`src/hdl/lsq_defines.svh`:
```
`ifndef LSQ_DEFINES_SVH
`define LSQ_DEFINES_SVH

// number of queue slots, power of two
`define LSQ_DEPTH 8

// commit tag width
`define LSQ_TAG_W 6

// byte address and data widths
`define LSQ_ADDR_W 32
`define LSQ_DATA_W 32

// byte offset bits inside one 8-byte word
`define LSQ_OFS_W 3

`endif

```
`src/hdl/lsq_pkg.sv`:
```
`include "lsq_defines.svh"

package lsq_pkg;

    localparam int SLOT_W = $clog2(`LSQ_DEPTH);

    typedef logic [SLOT_W-1:0] lsq_slot_t;
    // extra msb is the wrap bit
    typedef logic [SLOT_W:0] lsq_ptr_t;

    typedef enum logic [1:0] {
        SZ_BYTE = 2'd0,
        SZ_HALF = 2'd1,
        SZ_WORD = 2'd2
    } lsq_size_t;

    // word number plus byte offset
    typedef struct packed {
        logic [`LSQ_ADDR_W-`LSQ_OFS_W-1:0] word;
        logic [`LSQ_OFS_W-1:0]             ofs;
    } lsq_word_addr_t;

    // raw view for memory and exact match, split view for overlap
    typedef union packed {
        logic [`LSQ_ADDR_W-1:0] raw;
        lsq_word_addr_t         split;
    } lsq_addr_u;

    typedef struct packed {
        logic                   busy;
        logic                   is_load;
        logic [`LSQ_TAG_W-1:0]  tag;
        logic                   addr_known;
        lsq_addr_u              addr;
        lsq_size_t              size;
        logic [`LSQ_DATA_W-1:0] data;
        logic                   retired;
        logic                   mem_sent;
        logic                   done;
        logic                   comp_sent;
    } lsq_entry_t;

    typedef enum logic [1:0] {
        FWD_WAIT,
        FWD_FORWARD,
        FWD_TO_MEMORY,
        FWD_BLOCKED
    } lsq_fwd_e;

endpackage

```
`src/hdl/lsq_sel_if.sv`:
```
`timescale 1ns/1ps
`include "lsq_defines.svh"

interface lsq_sel_if;
    import lsq_pkg::*;

    // load read accepted by memory
    logic                   mem_fire;
    lsq_slot_t              mem_slot;
    // read data returned
    logic                   rsp_fire;
    lsq_slot_t              rsp_slot;
    logic [`LSQ_DATA_W-1:0] rsp_data;
    // completion handshake
    logic                   comp_fire;
    lsq_slot_t              comp_slot;
    // head store write accepted
    logic                   drain_fire;

    modport issue (
        output mem_fire, mem_slot,
        output rsp_fire, rsp_slot, rsp_data,
        output comp_fire, comp_slot,
        output drain_fire
    );

    modport queue (
        input mem_fire, mem_slot,
        input rsp_fire, rsp_slot, rsp_data,
        input comp_fire, comp_slot,
        input drain_fire
    );

endinterface

```
`src/hdl/lsq_issue.sv`:
```
`timescale 1ns/1ps
`include "lsq_defines.svh"

module lsq_issue (
    input  logic                    clock,
    input  logic                    arst_n,
    input  lsq_pkg::lsq_entry_t     entries   [`LSQ_DEPTH],
    input  lsq_pkg::lsq_ptr_t       head,
    input  lsq_pkg::lsq_fwd_e       fwd_class [`LSQ_DEPTH],
    input  logic [`LSQ_DATA_W-1:0]  fwd_data  [`LSQ_DEPTH],
    input  logic                    mem_req_ready,
    input  logic                    mem_rsp_valid,
    input  logic [`LSQ_DATA_W-1:0]  mem_rsp_data,
    input  logic                    comp_ready,
    lsq_sel_if.issue                sel,
    output logic                    mem_req_valid,
    output logic                    mem_req_write,
    output logic [`LSQ_ADDR_W-1:0]  mem_req_addr,
    output lsq_pkg::lsq_size_t      mem_req_size,
    output logic [`LSQ_DATA_W-1:0]  mem_req_data,
    output logic                    comp_valid,
    output logic [`LSQ_TAG_W-1:0]   comp_tag,
    output logic [`LSQ_DATA_W-1:0]  comp_data
);
    import lsq_pkg::*;

    lsq_slot_t head_slot;
    lsq_slot_t ld_pick;
    lsq_slot_t cp_pick;
    lsq_slot_t req_slot;
    lsq_slot_t rd_slot;
    lsq_slot_t comp_slot_q;
    logic      drain_ok;
    logic      ld_ok;
    logic      cp_ok;
    logic      mem_take;
    logic      comp_take;
    logic      rd_out;

    assign head_slot = head[SLOT_W-1:0];
    assign drain_ok  = entries[head_slot].busy && !entries[head_slot].is_load &&
                       entries[head_slot].retired && entries[head_slot].addr_known;

    // walk youngest to oldest so the oldest hit wins
    always_comb begin
        lsq_slot_t s;
        ld_ok   = 1'b0;
        ld_pick = '0;
        cp_ok   = 1'b0;
        cp_pick = '0;
        for (int r = `LSQ_DEPTH - 1; r >= 0; r--) begin
            s = head_slot + lsq_slot_t'(r);
            if (entries[s].busy && entries[s].is_load && !entries[s].comp_sent) begin
                // skip the load already waiting on the completion port
                if (fwd_class[s] == FWD_TO_MEMORY && !entries[s].mem_sent &&
                    !entries[s].done && !(comp_valid && comp_slot_q == s)) begin
                    ld_ok   = 1'b1;
                    ld_pick = s;
                end
                if (entries[s].done || (fwd_class[s] == FWD_FORWARD && !entries[s].mem_sent)) begin
                    cp_ok   = 1'b1;
                    cp_pick = s;
                end
            end
        end
    end

    // new choice only on an idle port
    assign mem_take  = !mem_req_valid && (drain_ok || (ld_ok && !rd_out));
    assign comp_take = !comp_valid && cp_ok;

    assign sel.mem_fire   = mem_req_valid && mem_req_ready && !mem_req_write;
    assign sel.mem_slot   = req_slot;
    assign sel.drain_fire = mem_req_valid && mem_req_ready && mem_req_write;
    assign sel.rsp_fire   = mem_rsp_valid;
    assign sel.rsp_slot   = rd_slot;
    assign sel.rsp_data   = mem_rsp_data;
    assign sel.comp_fire  = comp_valid && comp_ready;
    assign sel.comp_slot  = comp_slot_q;

    always_ff @(posedge clock or negedge arst_n) begin
        if (!arst_n) begin
            mem_req_valid <= 1'b0;
            comp_valid    <= 1'b0;
            rd_out        <= 1'b0;
        end else begin
            if (mem_take) begin
                mem_req_valid <= 1'b1;
            end else if (mem_req_ready) begin
                mem_req_valid <= 1'b0;
            end
            // one read in flight at most
            if (sel.mem_fire) begin
                rd_out <= 1'b1;
            end else if (mem_rsp_valid) begin
                rd_out <= 1'b0;
            end
            if (comp_take) begin
                comp_valid <= 1'b1;
            end else if (comp_ready) begin
                comp_valid <= 1'b0;
            end
        end
    end

    always_ff @(posedge clock) begin
        if (mem_take) begin
            // retired head store goes first
            if (drain_ok) begin
                mem_req_write <= 1'b1;
                mem_req_addr  <= entries[head_slot].addr.raw;
                mem_req_size  <= entries[head_slot].size;
                mem_req_data  <= entries[head_slot].data;
                req_slot      <= head_slot;
            end else begin
                mem_req_write <= 1'b0;
                mem_req_addr  <= entries[ld_pick].addr.raw;
                mem_req_size  <= entries[ld_pick].size;
                mem_req_data  <= '0;
                req_slot      <= ld_pick;
            end
        end
        // remember where the read data belongs
        if (sel.mem_fire) begin
            rd_slot <= req_slot;
        end
        if (comp_take) begin
            comp_slot_q <= cp_pick;
            comp_tag    <= entries[cp_pick].tag;
            comp_data   <= entries[cp_pick].done ? entries[cp_pick].data : fwd_data[cp_pick];
        end
    end

    a_req_stable : assert property (
        @(posedge clock) disable iff (!arst_n)
        mem_req_valid && !mem_req_ready |=> mem_req_valid &&
            $stable({mem_req_write, mem_req_addr, mem_req_size, mem_req_data})
    );

    // memory answers only reads it has taken
    a_rsp_expected : assert property (
        @(posedge clock) disable iff (!arst_n)
        mem_rsp_valid |-> rd_out
    );

endmodule

```
`src/flat_wrapper.sv`:
```
// flat-port wrapper written by rule: the top's interface ports become plain ports
module lsq_issue_flat import lsq_pkg::*;
  (clock, arst_n, entries, head, fwd_class, fwd_data, mem_req_ready, mem_rsp_valid, mem_rsp_data, comp_ready, mem_req_valid, mem_req_write, mem_req_addr, mem_req_size, mem_req_data, comp_valid, comp_tag, comp_data, sel_mem_fire, sel_mem_slot, sel_rsp_fire, sel_rsp_slot, sel_rsp_data, sel_comp_fire, sel_comp_slot, sel_drain_fire);
  lsq_sel_if sel_i ();
  input  logic clock;
  input  logic arst_n;
  input  lsq_pkg::lsq_entry_t entries[`LSQ_DEPTH];
  input  lsq_pkg::lsq_ptr_t head;
  input  lsq_pkg::lsq_fwd_e fwd_class[`LSQ_DEPTH];
  input  logic [`LSQ_DATA_W-1:0] fwd_data[`LSQ_DEPTH];
  input  logic mem_req_ready;
  input  logic mem_rsp_valid;
  input  logic [`LSQ_DATA_W-1:0] mem_rsp_data;
  input  logic comp_ready;
  output logic mem_req_valid;
  output logic mem_req_write;
  output logic [`LSQ_ADDR_W-1:0] mem_req_addr;
  output lsq_pkg::lsq_size_t mem_req_size;
  output logic [`LSQ_DATA_W-1:0] mem_req_data;
  output logic comp_valid;
  output logic [`LSQ_TAG_W-1:0] comp_tag;
  output logic [`LSQ_DATA_W-1:0] comp_data;
  output wire logic [$bits(sel_i.mem_fire)-1:0] sel_mem_fire;
  output wire logic [$bits(sel_i.mem_slot)-1:0] sel_mem_slot;
  output wire logic [$bits(sel_i.rsp_fire)-1:0] sel_rsp_fire;
  output wire logic [$bits(sel_i.rsp_slot)-1:0] sel_rsp_slot;
  output wire logic [$bits(sel_i.rsp_data)-1:0] sel_rsp_data;
  output wire logic [$bits(sel_i.comp_fire)-1:0] sel_comp_fire;
  output wire logic [$bits(sel_i.comp_slot)-1:0] sel_comp_slot;
  output wire logic [$bits(sel_i.drain_fire)-1:0] sel_drain_fire;
  assign sel_mem_fire = sel_i.mem_fire;
  assign sel_mem_slot = sel_i.mem_slot;
  assign sel_rsp_fire = sel_i.rsp_fire;
  assign sel_rsp_slot = sel_i.rsp_slot;
  assign sel_rsp_data = sel_i.rsp_data;
  assign sel_comp_fire = sel_i.comp_fire;
  assign sel_comp_slot = sel_i.comp_slot;
  assign sel_drain_fire = sel_i.drain_fire;
  lsq_issue u_core (.clock(clock), .arst_n(arst_n), .entries(entries), .head(head), .fwd_class(fwd_class), .fwd_data(fwd_data), .mem_req_ready(mem_req_ready), .mem_rsp_valid(mem_rsp_valid), .mem_rsp_data(mem_rsp_data), .comp_ready(comp_ready), .sel(sel_i), .mem_req_valid(mem_req_valid), .mem_req_write(mem_req_write), .mem_req_addr(mem_req_addr), .mem_req_size(mem_req_size), .mem_req_data(mem_req_data), .comp_valid(comp_valid), .comp_tag(comp_tag), .comp_data(comp_data));
endmodule
```
`config.mk`:
```
export PLATFORM = sky130hd
export DESIGN_NAME = lsq_issue_flat
export DESIGN_NICKNAME = d
export VERILOG_FILES = /design/src/hdl/lsq_pkg.sv /design/src/hdl/lsq_sel_if.sv /design/src/hdl/lsq_issue.sv /design/src/flat_wrapper.sv
export VERILOG_INCLUDE_DIRS = /design/src /design/src/hdl
export SDC_FILE = /design/constraint.sdc
export NUM_CORES = 1
export LEC_CHECK = 0
export BUFFER_PORTS_ARGS = -buffer_cell sky130_fd_sc_hd__buf_2
export CELL_PAD_IN_SITES_DETAIL_PLACEMENT = 1
export CELL_PAD_IN_SITES_GLOBAL_PLACEMENT = 1
export CORE_AREA = 3 3 425 427
export CTS_CLUSTER_SIZE = 16
export DETAILED_ROUTE_END_ITERATION = 10
export DIE_AREA = 0 0 428 430
export PLACE_DENSITY = 0.33
export SLEW_MARGIN = 10
export SYNTH_ARGS = -nofsm -noshare
export SYNTH_HDL_FRONTEND = slang
export SYNTH_SLANG_ARGS = --single-unit
export TNS_END_PERCENT = 100
```
`constraint.sdc`:
```
create_clock -name clock -period 6.1 [get_ports clock]
set_input_delay 0.915 -clock clock [delete_from_list [all_inputs] [get_ports clock]]
set_output_delay 0.915 -clock clock [all_outputs]
set_load 0.03 [all_outputs]
```
==> results of run 1 <==
-- worst max-delay path: stages --
cell	delay, ns
buf_8	0.10
inv_1	0.20
ha_1	0.33
buf_12	0.19
nor4b_1	0.15
or4_1	0.61
o41a_1	0.48
and2_1	0.21
a221oi_2	0.21
o21ai_1	0.13
a2bb2oi_4	0.37
buf_4	0.19
buf_12	0.17
buf_4	0.37
buf_4	0.21
mux2i_1	0.19
mux2i_1	0.15
mux2i_1	0.19
mux2i_1	0.10
-- report_power, final --
group          internal (mW)  leakage (nW)  switching (mW)
Combinational           1.56          11.8            2.17
Clock                  0.602         0.266           0.540
Sequential              1.13          1.08          0.0687
Total                   3.29          13.2            2.78
-- logic make-up after synthesis --
family,synth area share [%]
adders and majority gates,0.132
and+or+nand+nor,7.66
buffers and inverters,6.22
muxes,58.2
xor gates and xnor gates,0.508
DFF,18.4
AOI/OAI and AO/OA,8.86
-- layer usage --
layer	up-vias	global-route usage, %
li1	8972	-
met1	10025	16.0
met2	579	27.6
met3	118	3.26
met4	18	2.11
met5	-	0
-- final timing paths --
kind	endpoint	slack [ns]	depth (start not counted)
min reg2reg	u_core.sel.rsp_slot[2]	0.53	0
max	u_core.comp_data[7]	0.78	19
max in group asynchronous	u_core.comp_valid	5.77	1
min	u_core.mem_req_valid	0.22	1
min in group clock	u_core.sel.rsp_slot[2]	0.53	0
max reg2reg	u_core.mem_req_addr[20]	1.84	16
-- cells in the final DEF (no fill, tap or decap), types with 5 or more instances in the layout --
cell type and n:
a211o_1 35, a21oi_1 86, a31oi_1 9, and2_1 9
and3_1 5, buf_12 23, buf_2 1028, buf_4 85
clkbuf_16 17, clkinvlp_4 5, diode_2 20, edfxtp_1 114
inv_1 11, mux2_2 17, mux2i_1 683, mux4_2 178
nand2_1 170, nand2b_1 9, nand3_1 9, nand3b_1 7
nand4_1 6, nor2_1 38, nor2b_1 8, nor3_1 5
nor4_1 5, nor4b_1 7, o211ai_1 12, o21ai_0 8
o21ai_1 5, o22ai_1 43, or2_2 11, xnor2_1 5
xor2_1 6
-- sequential cells by signal, summed over array words and instances (netlist names) --
name                  flops
u_core.sel.mem_slot       3
u_core.mem_req_write      1
u_core.sel.rsp_slot       3
u_core.rd_out             1
u_core.comp_data         32
u_core.mem_req_size       2
u_core.mem_req_addr      32
u_core.mem_req_data      32
u_core.sel.comp_slot      3
u_core.mem_req_valid      1
u_core.comp_valid         1
u_core.comp_tag           6
-- metrics by stage --
stage	setup WS (ns)	power [mW]
floorplan	0.333	3.52
global placement	0.296	5.06
detailed placement	0.265	5.06
CTS	0.834	6.29
global route	0.613	6.49
finish	0.782	6.06
-- cell type report --
type	instances	area [sq um]
clock inverter	14	154
inverter	14	55.1
clock buffer	17	425
antenna	20	50.0
sequential	117	3500
timing repair buffer	1139	6280
tap	2340	2930
fill	20834	149000
multi-input combinational	1447	14400
==> flow_summary.ini, run 1 <==
[status]
status = completed

[global_route]
grt_first_pass_wirelength_mm = 184
grt_pass1_vias = 21781
grt-ovfl-total = 0
grt_usage_pct = 14.3
antenna_found_initial = 59
grt_max_degree = 83

[sta]
max_freq_ghz = 0.188
fin_crit_ns = 5.32
hold_viol = 0
fin_worst_skew_ns = 0.0246
rsz0062_at_grt = no
fin_setup_tns_ns = 0
setup-violations-final = 0
timing.hold.ws_ns = 0.215
timing.final.crit_share_pct = 87.2
worst_slew_margin_rel_pct = 30.9
worst_slew_pin_slew_ns = 1.03
slew_violations = 0

[detailed_routing]
wirelength_mm = 136
top_layer = met5
final_antenna_net_count = 0
route.met2.wl_mm = 75.0
drt_first_iter_violations = 856
wl_met3_mm = 6.25
vias_per_cell = 3.86
wl_met1_mm = 53.4
via_count = 19712
drc_errors = 0
drt_pass1_iterations = 5
wl_per_cell_um = 26.7

[logic_synthesis]
synth_most_common_cell = mux2i_1
ys_top_cells_by_count = mux2i_1 (683), mux4_2 (178), nand2_1 (171)
yosysTopAreaCellShare_pct = 36.0
ys_seq_area_share_pct = 18.4
synthArstFlopShare_pct = 2.56
syn_avg_cell_area_sq_um = 10.7
synth_top_area_cell = mux2i_1
synth.distinct_cells = 72
synthCells = 1778
synth_warnings = 0
synth_area_leaders = mux2i_1 (36%), mux4_2 (21%), edfxtp_1 (18%)
netlist_area_sq_um = 19000
synth_edf_count = 114
ys_seq_elements = 117
syn_nets = 2725
synth-main-ff-cell = edfxtp_1

[placed_design]
gp_congestion = 0.834
hpwl_mm = 113
post-place-cells = 5057
placed_cell_area_sq_um = 27100
io_buffer_count = 1031

[clock_network]
post_cts_resized = 0
clk_latency_ns = 0.50
root_buffer = clkbuf_16
cts.sinks = 117
clk_pin_slew_worst_paths_ns = 0.07
clk_path_buf_depth = 2
holdBufCountCts = 0
cts_buffers = 17
tritoncts = done
post-cts-setup-buffers = 0
cts-htree-levels = 4

[die]
num_rows = 154
start_util_pct = 10.8
dieArea_sq_um = 184000
core_area_sq_um = 176000
die_h_um = 430
die_w_um = 428
ios = 1097

[worst_setup_path]
required_ns = 6.33
worstSetupStartpoint = head[0]
cp.arrival_ns = 5.54
reg2reg_from = u_core.sel.comp_slot[0]
worst-path-max-fanout = 27
worst_setup_path_start_kind = primary input
critPathCaptureType = register
crit_type = in -> reg

[min_path]
hold_class = in -> async

[layout]
final_cells = 5108
utilization_pct = 15.7
drive_gt1_share_pct = 50.9
fin_area_sq_um = 27800
syn2layout_area_growth_pct = 46.3
nets = 3683

[pwr]
ir_worst_vdd_v = 0.000176
leakagePower_nw = 13.2
power_density_nw_per_um2 = 218

[run]
cap_violations = 0
Note: power is estimated with default switching activity, not from simulation.
==> run 2, diff against run 1 <==
--- a/config.mk
+++ b/config.mk
@@ -13,6 +13,7 @@
 export CTS_CLUSTER_SIZE = 16
 export DETAILED_ROUTE_END_ITERATION = 10
 export DIE_AREA = 0 0 428 430
+export GPL_TIMING_DRIVEN = 0
 export PLACE_DENSITY = 0.33
 export SLEW_MARGIN = 10
 export SYNTH_ARGS = -nofsm -noshare
==> run 2 against run 1 <==
Compared with the run above: clock-buffer cell count increased by 2; register-to-register slack worse by 0.29 ns; utilization grew 0.47 points; largest power group unchanged; critical path type unchanged; setup slack lost 0.51 ns; combinational power rose by 13%; sequential share of layout area fell by 0.36 points.
==> flow_summary.ini, run 2 (synthesis gave the netlist of run 1 again) <==
[status]
status = completed

[pwr]
seqPwrFrac_pct = 17.9
finalPower_mw = 6.55
ir_worst_vdd_v = 0.000179
p_int_mw = 3.39
leakagePower_nw = 13.6
pwr-share-comb_pct = 64.1
switchingPower_mw = 3.16
clkPwrFrac_pct = 17.9
sw_frac_of_total_pct = 48.3
power_density_nw_per_um2 = 229

[worst_setup_path]
crit_type = in -> reg
worst_setup_path_start_kind = primary input
required_ns = 6.35
worst-path-max-fanout = 19
critPathCaptureType = register
cp.arrival_ns = 6.08

[placed_design]
post-place-cells = 5188
gp_congestion = 0.832
placed_cell_area_sq_um = 27400
io_buffer_count = 1063
place_ws_ns = -4.33
hpwl_mm = 143

[sta]
rsz0062_at_grt = no
fin_worst_skew_ns = 0.0137
max_freq_ghz = 0.172
timing.hold.ws_ns = 0.184
setup-violations-final = 0
final.setup.worst_slack_ns = 0.271
hold_viol = 0
worst_slew_margin_rel_pct = 20.1
slew_violations = 0
fin_crit_ns = 5.83
worst_slew_pin_slew_ns = 1.20
timing.final.crit_share_pct = 95.6
fin_setup_tns_ns = 0

[clock_network]
root_buffer = clkbuf_16
cts-htree-levels = 4
holdBufCountCts = 0
cts_buffers = 17
clk_path_buf_depth = 2
cts.sinks = 117
clk_pin_slew_worst_paths_ns = 0.07
tritoncts = done
clk_latency_ns = 0.52

[detailed_routing]
vias_per_cell = 3.99
drt_pass1_iterations = 7
wl_per_cell_um = 31.8
drt_first_iter_violations = 1012
via_count = 20984
final_antenna_net_count = 0
drc_errors = 0
wirelength_mm = 167

[die]
die_h_um = 430
die_w_um = 428
num_rows = 154
ios = 1097
dieArea_sq_um = 184000
start_util_pct = 10.8
core_area_sq_um = 176000

[layout]
syn2layout_area_growth_pct = 50.6
mostFrequentLayoutCells = buf_2 (1103), mux2i_1 (671), mux4_2 (178)
utilization_pct = 16.2
fillCellCount = 20836
final_cells = 5265
final_common_cell = buf_2
multi_input_area_sq_um = 14500
fin_area_sq_um = 28600
nets = 3819
seq_area_sq_um = 3500
drive_gt1_share_pct = 52.4
reg_top3 = u_core.comp_data x32, u_core.mem_req_addr x32, u_core.mem_req_data x32

[global_route]
grt_first_pass_wirelength_mm = 219
grt_max_degree = 21
grt_usage_pct = 17.5
grt-ovfl-total = 0
grt_util_met1_pct = 19.6
grt_pass1_vias = 23267
met3_usage_pct = 3.26
gr-max-usage-layer = met2
use_met2_pct = 34.4
antenna_found_initial = 94

[run]
cap_violations = 0

[min_path]
hold_class = in -> async
==> run 2: critical path: stages <==
cell      delay [ns]
clkbuf_4        0.20
buf_12          0.18
clkinv_8        0.10
clkbuf_8        0.21
buf_12          0.20
ha_4            0.34
buf_4           0.20
buf_6           0.19
mux4_2          0.39
o311a_1         0.22
and2_1          0.21
a21oi_2         0.25
a21o_1          0.16
a21oi_1         0.06
o21a_1          0.20
and2_1          0.15
buf_2           0.17
a21oi_4         0.21
buf_2           0.23
buf_6           0.23
buf_4           0.30
mux2i_1         0.26
o22ai_1         0.11
a211o_1         0.28
==> run 2: power by group through the flow <==
stage / combinational (mW) / clock (mW) / sequential, mW
2_1_floorplan: 2.04 / 0 / 1.48
3_3_place_gp: 4.20 / 0 / 1.20
3_5_place_dp: 4.23 / 0 / 1.19
4_1_cts: 4.35 / 1.25 / 1.18
5_1_grt: 4.51 / 1.25 / 1.19
6_report: 4.20 / 1.18 / 1.17
==> run 2: final cells by class <==
cell class	instances	share of cell area (%)
multi-input combinational	1447	50.7
timing repair buffer	1077	19.4
sequential	117	12.2
tap	2340	10.2
buffer	198	4.76
clock buffer	19	1.51
clock inverter	13	0.543
antenna	40	0.350
inverter	14	0.228
==> run 2: worst paths after layout <==
check	slack, ns	start	endpoint	depth (start not counted)
worst max-delay path	0.27	head[1]	u_core.mem_req_addr[8]	24
max in group asynchronous	5.80	arst_n	u_core.rd_out	1
worst min-delay path	0.18	arst_n	u_core.comp_valid	1
min in group clock	0.52	u_core.sel.mem_slot[1]	u_core.sel.rsp_slot[1]	0
worst max register to register	1.55	u_core.sel.comp_slot[0]	u_core.mem_req_addr[8]	17
worst min register to register	0.52	u_core.sel.mem_slot[1]	u_core.sel.rsp_slot[1]	0
==> run 2: routing by layer <==
| layer | wire, um | share of wire (%) | up-vias |
|---|---|---|---|
| met5 | 167 | 0.10 | - |
| li1 | - | - | 9269 |
| met2 | 92300 | 55 | 714 |
| met3 | 6980 | 4.2 | 156 |
| met4 | 2400 | 1.4 | 28 |
| met1 | 65300 | 39 | 10817 |
==> run 2: what timing repair did <==
action / in CTS / in global routing
resized for setup: 88 / 34
pin swaps: 4 / 1
endpoints found under the setup margin: 191 / 71
buffers inserted: 7 / 0
